### src/common/cell_switch_macros.svh
/*
 * Switch sizing. CELL_PORT_BITS must equal log2(CELL_PORTS).
 */
`ifndef CELL_SWITCH_MACROS_SVH
`define CELL_SWITCH_MACROS_SVH

// ~~~~~~~~~~~~~~~~~~~~~~~~~~~~~~~~~~~~~~~~~~~~~~~~~~~~~~~~~~~~~~~~~~~~
// FIFO sizing.
// ~~~~~~~~~~~~~~~~~~~~~~~~~~~~~~~~~~~~~~~~~~~~~~~~~~~~~~~~~~~~~~~~~~~~
// Address width, so depth is 2**AW cells.
`define CELL_FIFO_AW 3

// ~~~~~~~~~~~~~~~~~~~~~~~~~~~~~~~~~~~~~~~~~~~~~~~~~~~~~~~~~~~~~~~~~~~~
// Output ports.
// ~~~~~~~~~~~~~~~~~~~~~~~~~~~~~~~~~~~~~~~~~~~~~~~~~~~~~~~~~~~~~~~~~~~~
`define CELL_PORTS 4
// Low dst bits that pick the port.
`define CELL_PORT_BITS 2

`endif

### src/common/cell_pkg.sv
/*
 * Cell types shared by the switch. A cell is one 48-bit word.
 */
`include "cell_switch_macros.svh"

package cell_pkg;

   // ~~~~~~~~~~~~~~~~~~~~~~~~~~~~~~~~~~~~~~~~~~~~~~~~~~~~~~~~~~~~~~~~~~~~
   // Cell word.
   // ~~~~~~~~~~~~~~~~~~~~~~~~~~~~~~~~~~~~~~~~~~~~~~~~~~~~~~~~~~~~~~~~~~~~
   // Packed as {src, dst, data}, src in the top byte.
   typedef struct packed {
      // Source address.
      logic [7:0]  src;
      // Destination address, low bits route the cell.
      logic [7:0]  dst;
      // Payload.
      logic [31:0] data;
   } cell_t;

   // ~~~~~~~~~~~~~~~~~~~~~~~~~~~~~~~~~~~~~~~~~~~~~~~~~~~~~~~~~~~~~~~~~~~~
   // Port index.
   // ~~~~~~~~~~~~~~~~~~~~~~~~~~~~~~~~~~~~~~~~~~~~~~~~~~~~~~~~~~~~~~~~~~~~
   // Wide enough for every output port.
   typedef logic [`CELL_PORT_BITS-1:0] port_t;

endpackage

### src/cell_fifo/cell_fifo.sv
/*
 * Synchronous cell FIFO, depth 2**AW. Writes while full and reads while
 * empty are ignored. rd_cell is registered, valid the cycle after rd_en.
 */
`timescale 1ns/1ps
`include "cell_switch_macros.svh"

module cell_fifo #(
   parameter int AW = `CELL_FIFO_AW
) (
   input  logic            clk,
   input  logic            rstp,
   input  logic            wr_en,
   input  cell_pkg::cell_t wr_cell,
   input  logic            rd_en,
   output cell_pkg::cell_t rd_cell,
   output logic            empty,
   output logic            full
);

   // Number of cell slots.
   localparam int DEPTH = 1 << AW;
   // Depth at count width, for the full compare.
   localparam logic [AW:0] DEPTH_CNT = DEPTH[AW:0];

   // ~~~~~~~~~~~~~~~~~~~~~~~~~~~~~~~~~~~~~~~~~~~~~~~~~~~~~~~~~~~~~~~~~~~~
   // Storage and pointers.
   // ~~~~~~~~~~~~~~~~~~~~~~~~~~~~~~~~~~~~~~~~~~~~~~~~~~~~~~~~~~~~~~~~~~~~
   // Circular buffer of cells.
   cell_pkg::cell_t mem [DEPTH];

   // Next slot to write.
   logic [AW-1:0] head;
   // Oldest stored cell.
   logic [AW-1:0] tail;
   // Occupancy, one bit wider so a full buffer is distinct.
   logic [AW:0]   count;

   // Qualified strobes.
   logic do_wr;
   logic do_rd;

   assign do_wr = wr_en && !full;
   assign do_rd = rd_en && !empty;

   // Store the incoming cell.
   always_ff @(posedge clk) begin
      if (do_wr) begin
         mem[head] <= wr_cell;
      end
   end

   // Head advances on each accepted write.
   always_ff @(posedge clk or posedge rstp) begin
      if (rstp) begin
         head <= '0;
      end else if (do_wr) begin
         head <= head + 1'b1;
      end
   end

   // Tail advances on each accepted read.
   always_ff @(posedge clk or posedge rstp) begin
      if (rstp) begin
         tail <= '0;
      end else if (do_rd) begin
         tail <= tail + 1'b1;
      end
   end

   // ~~~~~~~~~~~~~~~~~~~~~~~~~~~~~~~~~~~~~~~~~~~~~~~~~~~~~~~~~~~~~~~~~~~~
   // Occupancy and flags.
   // ~~~~~~~~~~~~~~~~~~~~~~~~~~~~~~~~~~~~~~~~~~~~~~~~~~~~~~~~~~~~~~~~~~~~
   // Read and write in the same cycle leave the count alone.
   always_ff @(posedge clk or posedge rstp) begin
      if (rstp) begin
         count <= '0;
      end else begin
         case ({do_rd, do_wr})
            2'b01:   count <= count + 1'b1;
            2'b10:   count <= count - 1'b1;
            default: count <= count;
         endcase
      end
   end

   // Flags straight from the count.
   assign empty = (count == '0);
   assign full  = (count == DEPTH_CNT);

   // ~~~~~~~~~~~~~~~~~~~~~~~~~~~~~~~~~~~~~~~~~~~~~~~~~~~~~~~~~~~~~~~~~~~~
   // Output register.
   // ~~~~~~~~~~~~~~~~~~~~~~~~~~~~~~~~~~~~~~~~~~~~~~~~~~~~~~~~~~~~~~~~~~~~
   // Samples the slot under the tail.
   // Loaded only while a cell is held, so unwritten slots never show.
   always_ff @(posedge clk or posedge rstp) begin
      if (rstp) begin
         rd_cell <= '0;
      end else if (!empty) begin
         rd_cell <= mem[tail];
      end
   end

   // ~~~~~~~~~~~~~~~~~~~~~~~~~~~~~~~~~~~~~~~~~~~~~~~~~~~~~~~~~~~~~~~~~~~~
   // Checks.
   // ~~~~~~~~~~~~~~~~~~~~~~~~~~~~~~~~~~~~~~~~~~~~~~~~~~~~~~~~~~~~~~~~~~~~
   // Receiver must respect back-pressure.
   a_no_write_full: assert property (
      @(posedge clk) disable iff (rstp) wr_en |-> !full
   ) else $error("cell_fifo: write while full");

   // Dispatcher must not pop an empty FIFO.
   a_no_read_empty: assert property (
      @(posedge clk) disable iff (rstp) rd_en |-> !empty
   ) else $error("cell_fifo: read while empty");

   // Count never wraps into a state that is both.
   a_flags_exclusive: assert property (
      @(posedge clk) disable iff (rstp) !(full && empty)
   ) else $error("cell_fifo: full and empty together");

endmodule

### src/rtl/cell_rx.sv
/*
 * Four-phase input receiver. A cell is taken only while the FIFO has
 * room, so a full FIFO holds in_ack low and stalls the sender.
 */
`timescale 1ns/1ps

module cell_rx (
   input  logic            clk,
   input  logic            rstp,
   input  logic            in_req,
   input  cell_pkg::cell_t in_cell,
   output logic            in_ack,
   output logic            wr_en,
   output cell_pkg::cell_t wr_cell,
   input  logic            full
);

   // Handshake phase.
   typedef enum logic {
      RX_IDLE,
      RX_ACKED
   } rx_state_t;

   rx_state_t state;
   rx_state_t state_nxt;

   // ~~~~~~~~~~~~~~~~~~~~~~~~~~~~~~~~~~~~~~~~~~~~~~~~~~~~~~~~~~~~~~~~~~~~
   // Handshake FSM.
   // ~~~~~~~~~~~~~~~~~~~~~~~~~~~~~~~~~~~~~~~~~~~~~~~~~~~~~~~~~~~~~~~~~~~~
   always_ff @(posedge clk or posedge rstp) begin
      if (rstp) begin
         state <= RX_IDLE;
      end else begin
         state <= state_nxt;
      end
   end

   always_comb begin
      state_nxt = state;
      case (state)
         // Accept once a slot is free.
         RX_IDLE: begin
            if (in_req && !full) begin
               state_nxt = RX_ACKED;
            end
         end
         // Hold ack until the sender lets go.
         RX_ACKED: begin
            if (!in_req) begin
               state_nxt = RX_IDLE;
            end
         end
         default: state_nxt = RX_IDLE;
      endcase
   end

   // Single write pulse at acceptance.
   assign wr_en   = (state == RX_IDLE) && in_req && !full;
   // Sender holds the cell stable while req is up.
   assign wr_cell = in_cell;
   // Ack follows the accepting edge.
   assign in_ack  = (state == RX_ACKED);

   // ~~~~~~~~~~~~~~~~~~~~~~~~~~~~~~~~~~~~~~~~~~~~~~~~~~~~~~~~~~~~~~~~~~~~
   // Checks.
   // ~~~~~~~~~~~~~~~~~~~~~~~~~~~~~~~~~~~~~~~~~~~~~~~~~~~~~~~~~~~~~~~~~~~~
   // Never push into a full FIFO.
   a_wr_not_full: assert property (
      @(posedge clk) disable iff (rstp) wr_en |-> !full
   ) else $error("cell_rx: write while full");

endmodule

### src/rtl/cell_tx.sv
/*
 * Dispatcher. Pops one cell at a time and runs a four-phase transfer on
 * the port picked by the low dst bits. A slow ack stalls the whole path.
 */
`timescale 1ns/1ps
`include "cell_switch_macros.svh"

module cell_tx (
   input  logic                   clk,
   input  logic                   rstp,
   input  logic                   empty,
   output logic                   rd_en,
   input  cell_pkg::cell_t        rd_cell,
   output logic [`CELL_PORTS-1:0] out_req,
   input  logic [`CELL_PORTS-1:0] out_ack,
   output cell_pkg::cell_t        out_cell
);

   // Transfer phase.
   typedef enum logic [1:0] {
      TX_IDLE,
      TX_FETCH,
      TX_REQ,
      TX_RELEASE
   } tx_state_t;

   tx_state_t       state;
   tx_state_t       state_nxt;
   // Port of the cell in flight.
   cell_pkg::port_t port_q;
   // Ack of that port.
   logic            ack_sel;

   assign ack_sel = out_ack[port_q];

   // ~~~~~~~~~~~~~~~~~~~~~~~~~~~~~~~~~~~~~~~~~~~~~~~~~~~~~~~~~~~~~~~~~~~~
   // Transfer FSM.
   // ~~~~~~~~~~~~~~~~~~~~~~~~~~~~~~~~~~~~~~~~~~~~~~~~~~~~~~~~~~~~~~~~~~~~
   always_ff @(posedge clk or posedge rstp) begin
      if (rstp) begin
         state <= TX_IDLE;
      end else begin
         state <= state_nxt;
      end
   end

   always_comb begin
      state_nxt = state;
      case (state)
         // Pop as soon as a cell waits.
         TX_IDLE: begin
            if (!empty) begin
               state_nxt = TX_FETCH;
            end
         end
         // Registered FIFO output is valid here.
         TX_FETCH: state_nxt = TX_REQ;
         // Req up until the port acks.
         TX_REQ: begin
            if (ack_sel) begin
               state_nxt = TX_RELEASE;
            end
         end
         // Wait for ack low before the next cell.
         TX_RELEASE: begin
            if (!ack_sel) begin
               state_nxt = TX_IDLE;
            end
         end
         default: state_nxt = TX_IDLE;
      endcase
   end

   // One-cycle pop.
   assign rd_en = (state == TX_IDLE) && !empty;

   // Latch the popped cell.
   always_ff @(posedge clk) begin
      if (state == TX_FETCH) begin
         out_cell <= rd_cell;
      end
   end

   // Port select from the low dst bits.
   always_ff @(posedge clk or posedge rstp) begin
      if (rstp) begin
         port_q <= '0;
      end else if (state == TX_FETCH) begin
         port_q <= rd_cell.dst[`CELL_PORT_BITS-1:0];
      end
   end

   // Drive only the selected req.
   always_comb begin
      out_req = '0;
      if (state == TX_REQ) begin
         out_req[port_q] = 1'b1;
      end
   end

   // ~~~~~~~~~~~~~~~~~~~~~~~~~~~~~~~~~~~~~~~~~~~~~~~~~~~~~~~~~~~~~~~~~~~~
   // Checks.
   // ~~~~~~~~~~~~~~~~~~~~~~~~~~~~~~~~~~~~~~~~~~~~~~~~~~~~~~~~~~~~~~~~~~~~
   // At most one port requested.
   a_req_onehot: assert property (
      @(posedge clk) disable iff (rstp) $onehot0(out_req)
   ) else $error("cell_tx: more than one out_req");

   // Cell held for the whole request.
   a_cell_stable: assert property (
      @(posedge clk) disable iff (rstp) (|out_req) |=> $stable(out_cell)
   ) else $error("cell_tx: out_cell changed during req");

endmodule

### src/rtl/cell_switch.sv
/*
 * Cell switch top. One four-phase input, CELL_PORTS four-phase outputs,
 * cells routed in arrival order by the low dst bits. Single clock.
 */
`timescale 1ns/1ps
`include "cell_switch_macros.svh"

module cell_switch (
   input  logic                   clk,
   input  logic                   rstp,
   input  logic                   in_req,
   input  cell_pkg::cell_t        in_cell,
   output logic                   in_ack,
   output logic [`CELL_PORTS-1:0] out_req,
   input  logic [`CELL_PORTS-1:0] out_ack,
   output cell_pkg::cell_t        out_cell
);

   // ~~~~~~~~~~~~~~~~~~~~~~~~~~~~~~~~~~~~~~~~~~~~~~~~~~~~~~~~~~~~~~~~~~~~
   // Internal links.
   // ~~~~~~~~~~~~~~~~~~~~~~~~~~~~~~~~~~~~~~~~~~~~~~~~~~~~~~~~~~~~~~~~~~~~
   // Receiver to FIFO.
   logic            wr_en;
   cell_pkg::cell_t wr_cell;
   logic            full;
   // FIFO to dispatcher.
   logic            rd_en;
   cell_pkg::cell_t rd_cell;
   logic            empty;

   // Input side.
   cell_rx u_cell_rx (
      .clk     (clk),
      .rstp    (rstp),
      .in_req  (in_req),
      .in_cell (in_cell),
      .in_ack  (in_ack),
      .wr_en   (wr_en),
      .wr_cell (wr_cell),
      .full    (full)
   );

   // Cell queue.
   cell_fifo #(
      .AW (`CELL_FIFO_AW)
   ) u_cell_fifo (
      .clk     (clk),
      .rstp    (rstp),
      .wr_en   (wr_en),
      .wr_cell (wr_cell),
      .rd_en   (rd_en),
      .rd_cell (rd_cell),
      .empty   (empty),
      .full    (full)
   );

   // Output side.
   cell_tx u_cell_tx (
      .clk      (clk),
      .rstp     (rstp),
      .empty    (empty),
      .rd_en    (rd_en),
      .rd_cell  (rd_cell),
      .out_req  (out_req),
      .out_ack  (out_ack),
      .out_cell (out_cell)
   );

endmodule

### config.mk
export PLATFORM = sky130hd
export DESIGN_NAME = cell_switch
export DESIGN_NICKNAME = d
export VERILOG_FILES = /design/src/common/cell_pkg.sv /design/src/cell_fifo/cell_fifo.sv /design/src/rtl/cell_rx.sv /design/src/rtl/cell_tx.sv /design/src/rtl/cell_switch.sv
export VERILOG_INCLUDE_DIRS = /design/src /design/src/common
export SDC_FILE = /design/constraint.sdc
export NUM_CORES = 1
export LEC_CHECK = 0
export BUFFER_PORTS_ARGS = -buffer_cell sky130_fd_sc_hd__buf_2
export CAP_MARGIN = 20
export CORE_MARGIN = 2
export CORE_UTILIZATION = 35
export CTS_CLUSTER_DIAMETER = 40
export DETAILED_ROUTE_END_ITERATION = 7
export PLACE_DENSITY_LB_ADDON = 0.08
export SETUP_SLACK_MARGIN = 0.2
export SYNTH_ARGS = -nofsm -noshare
export SYNTH_HDL_FRONTEND = slang
export SYNTH_HIERARCHICAL = 1
export SYNTH_SLANG_ARGS = --single-unit
### constraint.sdc
create_clock -name clk -period 5.9 [get_ports clk]
set_input_delay 1.18 -clock clk [delete_from_list [all_inputs] [get_ports clk]]
set_output_delay 1.18 -clock clk [all_outputs]
set_load 0.05 [all_outputs]
==> flow_summary.yaml, run 1 <==
cells_and_area:
  finalNonFillerCells: 1928
  fillers: 4791
  multi_input_area_mm2: 0.003914
  nets: 1232
  area_delta_synth_final_pct: 20.64
  drive_above_1_share_pct: 30.84
  diodes: 0
  final_common_cell: "edfxtp_1"
  regArea_mm2: 0.01455
  final_cell_mix: "edfxtp_1, buf_2, mux2_2, mux2i_1, clkbuf_16"
run:
  maxCapViolations: 0
floorplan:
  fp.dieH_um: 237.3
  pin_count: 108
  dieArea_mm2: 0.05631
  die_width_um: 237.3
  rows: 85
  design.core.area_mm2: 0.05381
  start_util_pct: 35.40
cts:
  insertion_delay_ps: 600
  cts_sinks: 495
  cts_max_level: 3
  post_cts_resized: 0
  cts-hold-fix-buffers: 0
  cts_tree: "built"
  clk_path_buf_depth: 3
  postCtsSetupBuffers: 0
  cts.clk_slew.worst_paths_ps: 50
  numCtsBuffers: 81
  root_buffer: "clkbuf_16"
drt:
  ant_nets: 0
  dr.first_iter.drc_count: 483
  wire_per_inst_um: 21.21
  dr.pass1.iters: 6
  vias: 9460
  drt-total-wl_mm: 40.89
  drc_errors: 0
  via_per_inst: 4.907
critical_path:
  r2r_slack_ps: 2530
  reg2reg_to: "u_cell_fifo/count[3]$_DFFE_PP0P_"
  cp_data_arrival_time_ps: 3840
  crit_required_ps: 6370
  worst-setup-path-type: "register to register"
  critPathMostFrequentCell: "ha_1"
  max_stage_delay_ps: 480
  cp_slowest_cell: "dfrtp_1"
  r2r_cells: 11
  end_kind: "register"
  cp_max_fo: 5
  path_cells: "nor3_1, and2_1, nor3b_2, a21boi_1, inv_1, ha_1, ha_1, a21o_1, a2111oi_0, a41oi_1, a311o_1"
  r2r-start: "u_cell_fifo/count[0]$_DFFE_PP0P_"
  startpoint_type: "register"
power:
  p_total_mw: 12.95
  peakVddDrop_uv: 317.1
  leakagePower_nw: 8.115
  powerDensity_mw_per_mm2: 563.5
placement:
  place_hpwl_mm: 21.14
  dp.cells: 1778
  port_buffers: 107
  gp_congestion: 0.6832
synthesis:
  async_flop_share_pct: 12.73
  synth-main-ff-cell: "edfxtp_1"
  synth_warnings: 6
  synthCells: 1059
  synth.net_count: 1125
  synth-seq-cells: 495
  netlist-cell-type-count: 45
  synth_edf_count: 432
  yosysSeqAreaShare_pct: 76.37
  syn_area_mm2: 0.01905
  avgSynthCellArea_um2: 17.99
timing:
  finalCriticalPeriod_ps: 3374
  slew_headroom_pct: 35.37
  holdWs_ps: 438.9
  tightestPinTransition_ps: 969.5
  setup_violations: 0
  fmax_mhz: 296.4
  drv_slew: 0
  period_share_pct: 57.18
  hold_viol: 0
  tns_ps: 0
  skew_ps: 18.92
  rsz0062_at_grt: "no"
global_routing:
  grt_pass1_wl_mm: 61.91
  track_usage_pct: 14.83
  grt_max_degree: 96
  antenna_found_initial: 4
  grt.overflow.total: 0
  grt_pass1_vias: 9697
min_path:
  holdPathEnd: "u_cell_tx/out_cell[25]$_DFFE_PN_"
  hp-class: "register to register"
  hold_depth: 0
  hp-start: "u_cell_fifo/rd_cell[25]$_DFFE_PP0N_"
outcome:
  status: "complete, no violations"
[cell usage after synthesis, types with 2 or more instances]
cell type | n | area, um2
ha_1 | 10 | 125.1
xnor2_1 | 3 | 26.28
o22ai_1 | 16 | 100.1
buf_6 | 7 | 78.83
nand2b_1 | 3 | 18.77
mux2_2 | 100 | 1126
a21boi_1 | 2 | 15.01
nor2b_1 | 3 | 18.77
nor4_1 | 2 | 12.51
edfxtp_1 | 432 | 12970
nor2_1 | 5 | 18.77
buf_4 | 54 | 405.4
nor3_1 | 5 | 25.02
xor2_1 | 3 | 26.28
mux2i_1 | 97 | 970.9
dfrtp_1 | 63 | 1577
o221ai_1 | 32 | 280.3
o21ai_1 | 48 | 240.2
a221o_1 | 16 | 160.2
buf_1 | 5 | 18.77
a22oi_1 | 32 | 240.2
inv_1 | 12 | 45.04
clkbuf_1 | 24 | 90.09
nand2_1 | 55 | 206.5
buf_2 | 10 | 50.05
[registers in the layout, summed over array words and instances (netlist names)]
register and cells:
u_cell_fifo/mem 384, u_cell_fifo/rd_cell 48, u_cell_tx/out_cell 48, u_cell_fifo/count 4, u_cell_fifo/head 3, u_cell_fifo/tail 3, u_cell_tx/port_q 2, u_cell_tx/state 2
u_cell_rx/in_ack 1
[routing by layer]
metal,vias to the layer above,GRT usage [%],share of wire [%]
li1,4371,-,-
met1,4799,20.53,47
met2,204,22.69,46
met3,78,3.612,5.0
met4,8,5.527,2.2
met5,-,0,0.11
[worst max-delay path: cells and delay by family, from the launching register on]
kind | cells | cell delay [ps]
flip-flops | 1 | 480
adder cells (fa/ha/maj) | 2 | 600
AO/OA/AOI/OAI | 5 | 1470
buffers and inverters | 1 | 270
AND/OR/NAND/NOR | 3 | 430
[logic make-up after synthesis]
| kind of cell | after synthesis | share of synthesized area (%) |
|---|---|---|
| flops | 495 | 76.37 |
| mux | 199 | 11.18 |
| compound gates | 155 | 5.819 |
| buf+inv | 112 | 3.612 |
| simple gates | 81 | 1.977 |
| fa+ha+maj | 11 | 0.7619 |
| xor+xnor | 6 | 0.2759 |
[worst max path at each step]
stage / startpoint / to / slack (ps) / cells past startpoint
3_3_place_gp: in_req / u_cell_fifo/count[3]$_DFFE_PP0P_ / 2070 / 10
4_1_cts: u_cell_fifo/count[0]$_DFFE_PP0P_ / u_cell_fifo/count[3]$_DFFE_PP0P_ / 2520 / 11
3_5_place_dp: in_req / u_cell_fifo/count[3]$_DFFE_PP0P_ / 2020 / 10
2_1_floorplan: in_req / u_cell_fifo/mem[2][0]$_DFFE_PP_ / 230 / 4
5_1_grt: u_cell_fifo/count[0]$_DFFE_PP0P_ / u_cell_fifo/count[3]$_DFFE_PP0P_ / 2350 / 11
6_report: u_cell_fifo/count[0]$_DFFE_PP0P_ / u_cell_fifo/count[3]$_DFFE_PP0P_ / 2530 / 11
[area by class of cell]
| cell class | count | area share, % |
|---|---|---|
| Clock buffer | 99 | 9.702 |
| Clock inverter | 50 | 2.820 |
| Inverter | 12 | 0.2014 |
| Multi-Input combinational cell | 452 | 17.03 |
| Sequential cell | 495 | 63.32 |
| Tap cell | 696 | 3.789 |
| Timing Repair Buffer | 124 | 3.136 |
[per-stage QoR]
stage                     setup WS [ps]  utilization, %  instance area [um2]
final                              2526           42.71                22980
after global routing               2346           42.71                22980
after CTS                          2521           42.66                22950
after global placement             2067           37.31                20080
after detailed placement           2021           37.31                20080
after floorplan                   228.5               -                19060
[where the power goes]
group | internal [mW] | switching (mW)
clock network | 3.27 | 1.66
registers | 4.50 | 0.353
logic | 1.15 | 2.02
total | 8.92 | 4.03
Note: power is estimated with default switching activity, not from simulation.
==> run 2: changes to the inputs <==
- clock period: 5.9 -> 3 ns (I/O delays scaled with it)
==> run 2 against run 1 <==
Compared with the run above:
- utilization increased by 0.56 points
- critical path depth down 1
- largest cell class unchanged
- non-clock buffer count increased by 30
- critical endpoint unchanged
==> flow_summary.yaml, run 2 (synthesis results as in run 1) <==
outcome:
  status: "complete, no violations"
drt:
  vias: 9508
  wire_per_inst_um: 21.15
  wl_met3_mm: 2.000
  ant_nets: 0
  met1Wirelength_mm: 19.63
  dr.first_iter.drc_count: 447
  wl_met2_mm: 19.03
  drc_errors: 0
  drt-total-wl_mm: 41.48
  route.top_layer_used: "met5"
  dr.pass1.iters: 4
  via_per_inst: 4.849
floorplan:
  dieArea_mm2: 0.05631
  rows: 85
  start_util_pct: 35.40
  design.core.area_mm2: 0.05381
  die_width_um: 237.3
  pin_count: 108
  fp.dieH_um: 237.3
placement:
  pre_cts_ws_ps: 66.23
  placed_area_mm2: 0.02042
  dp.cells: 1804
  gp_congestion: 0.6903
  place_hpwl_mm: 22.89
  port_buffers: 107
critical_path:
  startpoint_type: "register"
  worst-setup-path-type: "register to register"
  r2r_cells: 10
  cp_max_fo: 4
  crit_start: "u_cell_fifo/count[1]$_DFFE_PP0P_"
  r2r_slack_ps: 330
  end_kind: "register"
  cp.depth: 10
  endpoint: "u_cell_fifo/count[3]$_DFFE_PP0P_"
  path_delay_family: "compound AO/OA/AOI/OAI gates"
  path_cells: "buf_4, nor4_4, nor2b_1, nor2b_2, ha_2, ha_1, a21o_1, a2111oi_4, a41oi_1, a311o_1"
  r2r-start: "u_cell_fifo/count[1]$_DFFE_PP0P_"
  cp_slowest_cell: "dfrtp_1"
  crit_required_ps: 3460
  cp_data_arrival_time_ps: 3130
  cp_num_buf_inv: 1
  max_stage_delay_ps: 400
  reg2reg_to: "u_cell_fifo/count[3]$_DFFE_PP0P_"
global_routing:
  track_usage_pct: 15.09
  antenna_found_initial: 6
  grt_pass1_vias: 10099
  grt_pass1_wl_mm: 63.07
  grt.overflow.total: 0
  grt_max_degree: 57
cells_and_area:
  area_delta_synth_final_pct: 22.21
  fin_area_mm2: 0.02328
  fin_util_pct: 43.26
  finalNonFillerCells: 1961
  final_cell_mix: "edfxtp_1, buf_2, mux2_2, mux2i_1, clkbuf_16"
  largestRegisters: "u_cell_fifo/mem (384), u_cell_fifo/rd_cell (48), u_cell_tx/out_cell (48)"
  largest_reg_flops: 384
  drive_above_1_share_pct: 33.28
  largest-register: "u_cell_fifo/mem"
  final_common_cell: "edfxtp_1"
  nets: 1261
timing:
  layout_setup_ws_ps: 330.6
  rsz0062_at_grt: "no"
  period_share_pct: 88.98
  finalCriticalPeriod_ps: 2669
  setup_violations: 0
  hold_viol: 0
  drv_slew: 0
  tns_ps: 0
  skew_ps: 21.05
  tightestPinTransition_ps: 811.9
  fmax_mhz: 374.6
  holdWs_ps: 269.5
  slew_headroom_pct: 45.68
power:
  switching_share_pct: 31.66
  peakVddDrop_uv: 452.1
  share_comb_of_total_power_pct: 26.1
  p_total_mw: 25.40
  net-switching-power_mw: 8.041
  clkPwrFrac_pct: 36.6
  power.internal_mw: 17.36
  leakagePower_nw: 8.234
  powerDensity_mw_per_mm2: 1091
  seqPwrFrac_pct: 37.3
run:
  maxCapViolations: 0
cts:
  insertion_delay_ps: 600
  cts_sinks: 495
  root_buffer: "clkbuf_16"
  cts_tree: "built"
  cts_max_level: 3
  numCtsBuffers: 80
  cts.clk_slew.worst_paths_ps: 50
  clk_path_buf_depth: 3
min_path:
  hp-class: "input port to register"
==> run 2: power by group through the flow <==
stage                     registers (mW)  clock network [mW]  logic, mW
after floorplan                     10.2                   0       4.06
after global placement              9.58                   0       6.65
after detailed placement            9.62                   0       6.67
after CTS                           9.50                9.54       6.72
after global routing                9.60                9.86       7.22
final                               9.47                9.30       6.63
==> run 2: per-layer routing <==
metal / vias to the layer above / track usage, %
met3: 61 / 3.623
met5: - / 0
met2: 169 / 23.42
li1: 4428 / -
met1: 4842 / 20.73
met4: 8 / 5.413
==> run 2: area by class of cell <==
cell class / count / area, um2
multi-input cells: 452 / 3975
inverters: 12 / 48.80
repair buffers: 154 / 1041
well taps: 696 / 870.8
clock inverters: 50 / 543.0
fillers: 4755 / 30530
flip-flops and latches: 495 / 14560
diodes: 3 / 7.507
clock buffers: 99 / 2240
==> run 2: repair_timing <==
| action | in CTS | in global routing |
|---|---|---|
| hold endpoints to repair | 5 | 0 |
| hold buffers | 1 | 0 |
| setup buffers | 2 | 2 |
| setup endpoints to repair | 1 | 1 |
| pin swaps | 1 | 3 |
| gates resized for setup | 3 | 4 |
==> run 2: how the worst min path moves through the flow <==
stage          slack (ps)  cells after the start                          endpoint                                 from
4_1_cts               230                      1  u_cell_fifo/mem[6][21]$_DFFE_PP_                          in_cell[21]
5_1_grt               260                      2        u_cell_rx/in_ack$_DFF_PP0_                               in_req
3_3_place_gp          430                      0  u_cell_tx/out_cell[17]$_DFFE_PN_  u_cell_fifo/rd_cell[17]$_DFFE_PP0N_
3_5_place_dp          430                      0  u_cell_tx/out_cell[34]$_DFFE_PN_  u_cell_fifo/rd_cell[34]$_DFFE_PP0N_
6_report              270                      1  u_cell_fifo/mem[3][21]$_DFFE_PP_                          in_cell[21]
2_1_floorplan         330                      1        u_cell_rx/in_ack$_DFF_PP0_                                 rstp
==> run 2: worst register-to-register path, stage by stage, from the launching register on <==
cell and delay, ps:
dfrtp_1 400, buf_4 170, nor4_4 330, nor2b_1 70, nor2b_2 170, ha_2 210, ha_1 280, a21o_1 220
a2111oi_4 350, a41oi_1 80, a311o_1 280
